<file path="config.mk">
export PLATFORM = sky130hd
export DESIGN_NAME = memif
export DESIGN_NICKNAME = d
export VERILOG_FILES = /design/src/design/memif_pkg.sv /design/src/design/wr_burst_seq.sv /design/src/design/rd_burst_seq.sv /design/src/design/cmd_issuer.sv /design/src/design/memif.sv
export SDC_FILE = /design/constraint.sdc
export NUM_CORES = 1
export LEC_CHECK = 0
export BUFFER_PORTS_ARGS = -buffer_cell sky130_fd_sc_hd__buf_2
export CAP_MARGIN = 30
export CELL_PAD_IN_SITES_DETAIL_PLACEMENT = 2
export CELL_PAD_IN_SITES_GLOBAL_PLACEMENT = 2
export CORE_AREA = 2 2 215 217
export CTS_BUF_LIST = sky130_fd_sc_hd__clkbuf_16
export DETAILED_ROUTE_END_ITERATION = 8
export DIE_AREA = 0 0 217 219
export PLACE_DENSITY = 0.72
export SYNTH_ARGS = -nofsm -noshare
export SYNTH_HDL_FRONTEND = slang
export SYNTH_SLANG_ARGS = --single-unit
</file>
<file path="constraint.sdc">
create_clock -name clk_mif -period 5.7 [get_ports clk_mif]
set_input_delay 0.57 -clock clk_mif [delete_from_list [all_inputs] [get_ports clk_mif]]
set_output_delay 0.57 -clock clk_mif [all_outputs]
set_load 0.05 [all_outputs]
</file>
<file path="src/design/memif_pkg.sv">
package memif_pkg;

    //////////////////////////////////////////////////////////////////////
    // Burst geometry of the controller user port
    //////////////////////////////////////////////////////////////////////

    // 128-bit data bus
    localparam int unsigned word_bytes  = 16;
    localparam int unsigned word_bits   = 8 * word_bytes;
    // Words moved by one command
    localparam int unsigned burst_len   = 16;
    localparam int unsigned burst_bytes = word_bytes * burst_len;
    // Controller takes a byte address
    localparam int unsigned addr_bits   = 30;
    // Room for one burst being issued plus the next one filling
    localparam int unsigned count_bits  = 7;

    // Command instruction codes
    localparam logic [2:0] cmd_write = 3'd0;
    localparam logic [2:0] cmd_read  = 3'd1;

    //////////////////////////////////////////////////////////////////////
    // FSM encodings
    //////////////////////////////////////////////////////////////////////

    // Write sequencer
    localparam logic [1:0] wr_idle  = 2'd0;
    localparam logic [1:0] wr_push  = 2'd1;
    localparam logic [1:0] wr_issue = 2'd2;

    // Read sequencer
    localparam logic [1:0] rd_idle       = 2'd0;
    localparam logic [1:0] rd_wait_fill  = 2'd1;
    localparam logic [1:0] rd_wait_drain = 2'd2;
    localparam logic [1:0] rd_issue      = 2'd3;

    // Command issuer
    localparam logic iss_wait = 1'b0;
    localparam logic iss_act  = 1'b1;

    typedef logic [addr_bits-1:0] byte_addr_t;
    typedef logic [word_bits-1:0] pix_word_t;

endpackage

</file>
<file path="src/design/wr_burst_seq.sv">
`timescale 1ns/1ps

module wr_burst_seq
    import memif_pkg::*;
#(
    parameter int unsigned frame_bytes = 3840000
) (
    input  logic       clk_mif,
    input  logic       rst,
    input  logic       calib_done,
    input  logic       vsync,
    input  logic       push,
    input  logic       issue_done,
    output logic       issue_req,
    output byte_addr_t wr_addr
);

    logic [1:0]            state;
    logic [count_bits-1:0] word_count;
    logic [count_bits-1:0] count_next;
    logic                  last_burst;

    // Words pushed into the write FIFO, counted in every active state
    assign count_next = word_count + {{(count_bits - 1){1'b0}}, push};

    // Last burst of the frame is being issued
    assign last_burst = (wr_addr == byte_addr_t'(frame_bytes - burst_bytes));

    //////////////////////////////////////////////////////////////////////
    // Push / issue FSM
    //////////////////////////////////////////////////////////////////////

    always_ff @(posedge clk_mif) begin
        if (rst) begin
            state      <= wr_idle;
            word_count <= '0;
            wr_addr    <= '0;
        end else begin
            case (state)
                wr_idle: begin
                    // Frame starts only once memory is calibrated
                    if (calib_done && vsync) begin
                        word_count <= '0;
                        wr_addr    <= '0;
                        state      <= wr_push;
                    end
                end
                wr_push: begin
                    word_count <= count_next;
                    // A full burst is sitting in the write FIFO
                    if (count_next >= count_bits'(burst_len)) begin
                        state <= wr_issue;
                    end
                end
                wr_issue: begin
                    if (issue_done) begin
                        // Burst handed to the controller, keep the overflow words
                        word_count <= count_next - count_bits'(burst_len);
                        if (last_burst) begin
                            wr_addr <= '0;
                            state   <= wr_idle;
                        end else begin
                            wr_addr <= wr_addr + byte_addr_t'(burst_bytes);
                            state   <= wr_push;
                        end
                    end else begin
                        // Next burst keeps filling while this one waits
                        word_count <= count_next;
                    end
                end
                default: begin
                    state <= wr_idle;
                end
            endcase
        end
    end

    // Request held until the issuer answers
    assign issue_req = (state == wr_issue);

    // Write address wraps to zero at frame end and never points past it
    wr_addr_in_frame: assert property (
        @(posedge clk_mif) disable iff (rst)
        wr_addr < byte_addr_t'(frame_bytes)
    );

endmodule

</file>
<file path="src/design/rd_burst_seq.sv">
`timescale 1ns/1ps

module rd_burst_seq
    import memif_pkg::*;
#(
    parameter int unsigned frame_bytes = 3840000
) (
    input  logic       clk_mif,
    input  logic       rst,
    input  logic       calib_done,
    input  logic       vsync,
    input  logic       rd_empty,
    input  logic       pix_read_ready,
    input  logic       issue_done,
    output logic       issue_req,
    output byte_addr_t rd_addr
);

    logic [1:0] state;
    logic       last_burst;

    assign last_burst = (rd_addr == byte_addr_t'(frame_bytes - burst_bytes));

    //////////////////////////////////////////////////////////////////////
    // One read burst in flight at a time
    //////////////////////////////////////////////////////////////////////

    always_ff @(posedge clk_mif) begin
        if (rst) begin
            state   <= rd_idle;
            rd_addr <= '0;
        end else begin
            case (state)
                rd_idle: begin
                    if (calib_done && vsync) begin
                        rd_addr <= '0;
                        state   <= rd_wait_drain;
                    end
                end
                rd_wait_fill: begin
                    // Data of the last burst has started to land
                    if (!rd_empty) begin
                        state <= rd_wait_drain;
                    end
                end
                rd_wait_drain: begin
                    // FIFO empty and the pixel side able to take more
                    if (pix_read_ready && rd_empty) begin
                        state <= rd_issue;
                    end
                end
                rd_issue: begin
                    if (issue_done) begin
                        // Address moves on after the last burst too,
                        // so frame_bytes marks a fully read frame for the
                        // write gate in the issuer
                        rd_addr <= rd_addr + byte_addr_t'(burst_bytes);
                        if (last_burst) begin
                            state <= rd_idle;
                        end else begin
                            state <= rd_wait_fill;
                        end
                    end
                end
                default: begin
                    state <= rd_idle;
                end
            endcase
        end
    end

    assign issue_req = (state == rd_issue);

    // Only an idle sequencer may hold the end-of-frame address
    rd_addr_in_frame: assert property (
        @(posedge clk_mif) disable iff (rst)
        (state != rd_idle) |-> (rd_addr < byte_addr_t'(frame_bytes))
    );

endmodule

</file>
<file path="src/design/cmd_issuer.sv">
`timescale 1ns/1ps

module cmd_issuer
    import memif_pkg::*;
(
    input  logic       clk_mif,
    input  logic       rst,
    input  logic       cmd_full,
    input  logic       rd_req,
    input  byte_addr_t rd_addr,
    input  logic       wr_req,
    input  byte_addr_t wr_addr,
    output logic       rd_done,
    output logic       wr_done,
    output logic       cmd_en,
    output logic [2:0] cmd_instr,
    output byte_addr_t cmd_addr
);

    logic state;
    logic rd_pick;
    logic wr_pick;
    logic issue;

    // Reads always win
    assign rd_pick = !cmd_full && rd_req;
    // Writes only behind data that has already been read out
    assign wr_pick = !cmd_full && !rd_req && wr_req && (wr_addr < rd_addr);
    assign issue   = (state == iss_wait) && (rd_pick || wr_pick);

    //////////////////////////////////////////////////////////////////////
    // Issue FSM, one command every two cycles at most
    //////////////////////////////////////////////////////////////////////

    always_ff @(posedge clk_mif) begin
        if (rst) begin
            state   <= iss_wait;
            cmd_en  <= 1'b0;
            rd_done <= 1'b0;
            wr_done <= 1'b0;
        end else begin
            case (state)
                iss_wait: begin
                    cmd_en  <= issue;
                    rd_done <= issue && rd_pick;
                    wr_done <= issue && wr_pick;
                    if (issue) begin
                        state <= iss_act;
                    end
                end
                default: begin
                    // Strobe and done pulse last a single cycle
                    cmd_en  <= 1'b0;
                    rd_done <= 1'b0;
                    wr_done <= 1'b0;
                    state   <= iss_wait;
                end
            endcase
        end
    end

    // Command fields, loaded with the strobe
    always_ff @(posedge clk_mif) begin
        if (issue) begin
            cmd_instr <= rd_pick ? cmd_read : cmd_write;
            cmd_addr  <= rd_pick ? rd_addr : wr_addr;
        end
    end

    // Dead cycle after every command
    cmd_en_spaced: assert property (
        @(posedge clk_mif) disable iff (rst)
        cmd_en |=> !cmd_en
    );

    // Write never overtakes the read pointer seen at issue time
    wr_behind_rd: assert property (
        @(posedge clk_mif) disable iff (rst)
        (cmd_en && (cmd_instr == cmd_write)) |-> (cmd_addr < $past(rd_addr))
    );

endmodule

</file>
<file path="src/design/memif.sv">
`timescale 1ns/1ps

module memif
    import memif_pkg::*;
#(
    parameter int unsigned frame_bytes = 3840000
) (
    input  logic       clk_mif,
    input  logic       rst,
    input  logic       calib_done,
    input  logic       vsync,
    // Pixel input
    input  pix_word_t  pix_write,
    input  logic       pix_write_valid,
    output logic       pix_write_ready,
    // Pixel output
    output pix_word_t  pix_read,
    output logic       pix_read_valid,
    input  logic       pix_read_ready,
    // Controller command port
    output logic       cmd_en,
    output logic [2:0] cmd_instr,
    output byte_addr_t cmd_addr,
    input  logic       cmd_full,
    // Controller write FIFO
    output logic       wr_en,
    output pix_word_t  wr_data,
    input  logic       wr_full,
    // Controller read FIFO, first word fall through
    output logic       rd_en,
    input  pix_word_t  rd_data,
    input  logic       rd_empty
);

    logic       pix_write_fire;
    logic       wr_req;
    logic       wr_done;
    byte_addr_t wr_addr;
    logic       rd_req;
    logic       rd_done;
    byte_addr_t rd_addr;

    //////////////////////////////////////////////////////////////////////
    // Pixel handshakes
    //////////////////////////////////////////////////////////////////////

    assign pix_write_ready = !wr_full;
    assign pix_write_fire  = pix_write_valid && !wr_full;

    assign pix_read_valid = !rd_empty;
    assign pix_read       = rd_data;
    assign rd_en          = !rd_empty && pix_read_ready;

    // Accepted pixel lands in the write FIFO one cycle later
    always_ff @(posedge clk_mif) begin
        if (rst) begin
            wr_en <= 1'b0;
        end else begin
            wr_en <= pix_write_fire;
        end
    end

    always_ff @(posedge clk_mif) begin
        wr_data <= pix_write;
    end

    wr_burst_seq #(.frame_bytes(frame_bytes)) wr_seq_inst (
        .clk_mif(clk_mif), .rst(rst), .calib_done(calib_done), .vsync(vsync),
        .push(wr_en), .issue_done(wr_done), .issue_req(wr_req), .wr_addr(wr_addr)
    );

    rd_burst_seq #(.frame_bytes(frame_bytes)) rd_seq_inst (
        .clk_mif(clk_mif), .rst(rst), .calib_done(calib_done), .vsync(vsync),
        .rd_empty(rd_empty), .pix_read_ready(pix_read_ready), .issue_done(rd_done),
        .issue_req(rd_req), .rd_addr(rd_addr)
    );

    cmd_issuer cmd_issuer_inst (
        .clk_mif(clk_mif), .rst(rst), .cmd_full(cmd_full),
        .rd_req(rd_req), .rd_addr(rd_addr), .wr_req(wr_req), .wr_addr(wr_addr),
        .rd_done(rd_done), .wr_done(wr_done),
        .cmd_en(cmd_en), .cmd_instr(cmd_instr), .cmd_addr(cmd_addr)
    );

endmodule

</file>
# Yosys cells after proc, flatten, opt, wreduce, memory -nomap -nowiden
# Cells that the tools add are included.
dict set report op_classes {
  magnitude_cmp 2
  bitwise_logic 1
  addsub 4
  eq_ne 14
  reduce_logical 27
  n_mux 23
}
# cell count
set ops {}
lappend ops {{2-to-1 mux 30 bit} 5}
lappend ops {{one-hot mux 30 bit (2 select lines)} 2}
lappend ops {{adder 30 x 9 -> 30 bit (second input constant)} 2}
lappend ops {{== test 30 x 22 -> 1 bit (second input constant)} 2}
lappend ops {{< comparator 30 bit} 1}
lappend ops {{one-hot mux 7 bit (3 select lines)} 1}
lappend ops {{2-to-1 mux 2 bit} 7}
lappend ops {{2-to-1 mux 7 bit} 2}
lappend ops {{logical AND 1 bit} 11}
lappend ops {{AND reduction 3 bit} 3}
lappend ops {{inequality test 2 x 1 -> 1 bit (second input constant)} 4}
lappend ops {{one-hot mux 2 bit (4 select lines)} 1}
lappend ops {{adder 7 x 1 -> 7 bit} 1}
lappend ops {{>= comparator 7 x 5 -> 1 bit (second input constant)} 1}
lappend ops {{subtractor 7 x 5 -> 7 bit (second input constant)} 1}
lappend ops {{== test 2 bit (second input constant)} 3}
lappend ops {{inequality test 2 bit (second input constant)} 3}
lappend ops {{one-hot mux 2 bit (3 select lines)} 1}
lappend ops {{== test 2 x 1 -> 1 bit (second input constant)} 2}
lappend ops {{zero test 1 bit} 4}
lappend ops {{zero test 2 bit} 2}
lappend ops {{2-to-1 mux 1 bit} 4}
lappend ops {{AND reduction 4 bit} 1}
lappend ops {{nonzero test 2 bit} 2}
lappend ops {{5 further kinds} 5}
dict set report totals {
  reg_bits 237
  output_inout_bits 294
  elab_cells 84
  in_bits 265
}

# Logic depth before layout (Yosys ltp)
dict set report depth {
  word_depth 8
  mapped_depth 11
  ltp_nobuf 10
}

# By module
# From an unflattened synthesis, not the netlist that was laid out.
dict set report hier_totals {
  hier_cells 848
  hier_area_um2 9003.6
}
# mod area_per_inst_um2 cells_per_inst n_inst seq_area_each_um2
set by_module_without_submodules {}
lappend by_module_without_submodules {memif 3569.7 261 1 2582.5}
lappend by_module_without_submodules {cmd_issuer 2177.1 180 1 991.0}
lappend by_module_without_submodules {wr_burst_seq 1950.6 250 1 620.6}
lappend by_module_without_submodules {rd_burst_seq 1306.3 157 1 480.5}

# Worst setup path after synthesis
# Ideal clock, no wire load.
dict set report synth_timing {
  path_kind {flip-flop to flip-flop}
  startpoint {reg rd_seq_inst.rd_addr[24]}
  endpoint {reg cmd_issuer_inst.cmd_addr[10] (enable)}
  required_time_ps 5261
  stages_incl_launch_ff 9
  n_path_buf 1
  period_less_slack_ps 3608
  setup_ps 439
  slack_ps 2092
  arrival_ps 3169
  cell_sequence {dfxtp_1 clkbuf_1 inv_1 ha_1 nand4_1 nor4_1 a22oi_1 o211ai_1 a211oi_1}
}
dict set report synth_via {
  elab_chain_len 4
}
# item line_no
set synth_lines {}
lappend synth_lines {{start, declared} rd_burst_seq.sv:16} ;# output byte_addr_t rd_addr
lappend synth_lines {{start signal, assigned} rd_burst_seq.sv:57} ;# rd_addr <= rd_addr + byte_addr_t'(burst_bytes);
lappend synth_lines {{< comparator 30 bit} cmd_issuer.sv:28} ;# assign wr_pick = !cmd_full && !rd_req && wr_req && (wr_addr < rd_addr);
lappend synth_lines {{logical AND 1 bit} cmd_issuer.sv:28}
lappend synth_lines {{logical OR 1 bit} cmd_issuer.sv:29} ;# assign issue = (state == iss_wait) && (rd_pick || wr_pick);
lappend synth_lines {{logical AND 1 bit} cmd_issuer.sv:29}
lappend synth_lines {{net cmd_issuer_inst.issue} cmd_issuer.sv:23} ;# logic issue;
lappend synth_lines {{end signal, assigned} cmd_issuer.sv:66} ;# cmd_addr <= rd_pick ? rd_addr : wr_addr;
lappend synth_lines {{end, declared} cmd_issuer.sv:17} ;# output byte_addr_t cmd_addr
# The timed path passes the listed nets, and every way through them passes these cells.
# A chain may end at the register's enable or synchronous reset.

# Worst setup path in the final report
dict set report layout_timing {
  startpoint {reg rd_seq_inst.rd_addr[15]}
  endpoint {reg cmd_issuer_inst.cmd_addr[9] (enable)}
}
# Same word-level chain as after synthesis.

==> results.tsv <==
metric	value	unit
TritonCTS Buffers	27	
commonest non-fill, non-tap cells in the layout	buf_2, dfxtp_1, nor2_1	
RSZ-0062 raised after global routing	no	
crit path time final	2.94	ns
IO Count	559	
DRC Markers	0	
Setup crit end kind	flip-flop	
clock latency at the later pin of the worst-skew pair	0.56	ns
Yosys reg bits	210	
clock power share	0.450	
Max-slew headroom	0.413	
vias	6388	
ys async rst share	0	
# rows	78	
Crit-path slowest cell	a211oi_2	
sequential cell area	4430	µm²
sequential share of the synthesized area	0.534	
CTS Buffer Depth	3	
main flop type after synthesis	dfxtp_1	
TritonCTS clock tree	yes	
DP HPWL	27000	µm
number of global-route vias before repair	6932	
commonest non-fill, non-tap cell in the layout	buf_2	
crit-path max cell delay	0.62	ns
Layout fillers	5169	
Antenna Nets Post-Route	0	
chip height	219	µm
R2R cell count	8	
Worst setup SP type	flip-flop	
number of synthesized flops with an enable pin	23	
Netlist Area Pre-Place	8300	µm²
initial antenna violation count	6	
largest net degree at the start of global routing	50	
Net Sw Frac	0.303	
Die W	217	µm
CTS HTree Levels	1	
die area	47500	µm²
# setup viols final	0	
DR WL/cell	21.1	µm
Initial Util	0.184	
RePlAce Congestion	0.850	
via density per instance	3.99	
CP cell instances	inv_1 > ha_1 > a21oi_1 > o21ai_0 > a22oi_1 > o211ai_1 > a211oi_2 > buf_4	
Nets	1275	
r2r setup slk	2.76	ns
First-pass DRT Iterations	4	
Worst Path Arrival	3.18	ns
Syn Area/Cell	10.3	µm²
Multi-input gate area	2630	µm²
Net Switching	1210	µW
Cell Pwr Density	386	nW/µm²
Clock Sinks	210	
P_leak	0.00436	µW
Clock Skew	0.0162	ns
Post-CTS Repair Setup Buffers	0	
Hold Path Depth	1	
hold slack	0.108	ns
Comb pwr share	0.152	
routed wire length	33700	µm
crit share post-route	0.516	
fin cells	1600	
share of total power in sequential cells	0.398	
Max Fclk	0.340	GHz
first-pass GRT wire length	47600	µm
Clk pin slew, worst setup/hold paths	0.06	ns
Buf/Inv on CP	2	
Levels on crit path	8	
Synthesis Warnings	0	
Worst Path Required	5.94	ns
setup_tns	0	ns
hold_buf cts	0	
worst slew pin tran	0.874	ns
Internal	2790	µW
core region area	45100	µm²
initial DRC count	227	
final hold violation count	0	
GRT Overall Usage	0.136	
Cells after DPL	1548	
Worst R2R Start	rd_seq_inst.rd_addr[15]	
count of different cell masters after synthesis	63	
Critical R2R Capture	cmd_issuer_inst.cmd_addr[9]	
number of I/O port buffers	292	
largest fanout on the critical path	17	
worst hold path type	input port to flip-flop	
share of cells above drive strength 1	0.356	
final core utilization	0.230	
Peak VDD IR	0.264	mV
top cell family by delay on the critical path	compound AO/OA/AOI/OAI gates	
max_cap viols	0	
outcome	completed	
Hold EP	wr_data[121]	
Synth Instances	808	
worst hold start	pix_write[121]	
total grt overflow	0	
CTS root buf	clkbuf_16	
WS Path Type	flip-flop to flip-flop	
Layout area overhead	24.8	%
Resized cells post-CTS	0	
Max Slew Vio Count	0	
-- stage by stage --
stage | power [µW] | cell area [µm²] | setup WS [ns]
3_3_place_gp | 2220 | 9410 | 2.90
5_1_grt | 4170 | 10400 | 2.53
6_report | 4000 | 10400 | 2.76
3_5_place_dp | 2240 | 9410 | 2.75
2_1_floorplan | 2280 | 8340 | 2.09
4_1_cts | 4070 | 10400 | 2.71
-- registers in the layout, indices dropped and copies added, names as in the netlist --
signal	count
wr_en	1
cmd_issuer_inst.state	1
rd_seq_inst.rd_addr	22
cmd_issuer_inst.rd_done	1
wr_seq_inst.wr_addr	22
wr_data	128
rd_seq_inst.state	2
cmd_issuer_inst.cmd_instr	1
cmd_issuer_inst.wr_done	1
wr_seq_inst.state	2
cmd_issuer_inst.cmd_addr	22
wr_seq_inst.word_count	7
-- cell families after synthesis --
kind of cell	share of synthesized area
AO/OA/AOI/OAI	0.0767
AND/OR/NAND/NOR	0.141
multiplexers	0.00377
adder cells (fa/ha/maj)	0.0497
flip-flops	0.534
other	0.000452
buffers and inverters	0.154
XOR/XNOR	0.0401
-- Yosys cell counts, drive strengths merged, types with 18 or more instances --
| library cell | n | area, µm² |
|---|---|---|
| dfxtp | 187 | 3740 |
| a21oi | 21 | 105 |
| o21ai | 37 | 185 |
| inv | 33 | 124 |
| nor3 | 18 | 90.1 |
| nand3 | 32 | 160 |
| xnor2 | 28 | 245 |
| nor2 | 59 | 221 |
| nand2 | 50 | 188 |
| ha | 33 | 413 |
| edfxtp | 23 | 691 |
| buf | 148 | 1100 |
-- routing by layer --
metal,vias up,wire (µm),GRT usage
met5,-,29,0
met4,4,945,0.0447
met3,71,3240,0.0523
met2,327,16500,0.243
met1,3055,13000,0.148
li1,2931,-,-
-- power groups by stage --
stage                     clock, µW  combinational, µW  sequential [µW]
after floorplan                   0                473             1810
final                          1800                606             1590
after detailed placement          0                611             1620
after global routing           1920                648             1600
after CTS                      1860                615             1590
after global placement            0                600             1620
-- worst max-delay path by stage --
stage	to	start
after detailed placement	cmd_issuer_inst.cmd_addr[20]	rd_seq_inst.rd_addr[15]
after global placement	cmd_issuer_inst.cmd_addr[11]	rd_seq_inst.rd_addr[15]
after global routing	cmd_issuer_inst.cmd_addr[9]	rd_seq_inst.rd_addr[15]
final	cmd_issuer_inst.cmd_addr[9]	rd_seq_inst.rd_addr[15]
after floorplan	cmd_issuer_inst.cmd_addr[10]	rd_seq_inst.rd_addr[24]
after CTS	cmd_issuer_inst.cmd_addr[9]	rd_seq_inst.rd_addr[15]
-- area by class of cell --
cell class	instances	share of cell area
sequential	210	0.428
multi-input combinational	411	0.253
timing repair buffer	294	0.143
tap	600	0.0725
clock buffer	29	0.0701
clock inverter	21	0.0209
inverter	33	0.0120
antenna	2	0.000483
Note: power is estimated with default switching activity, not from simulation.
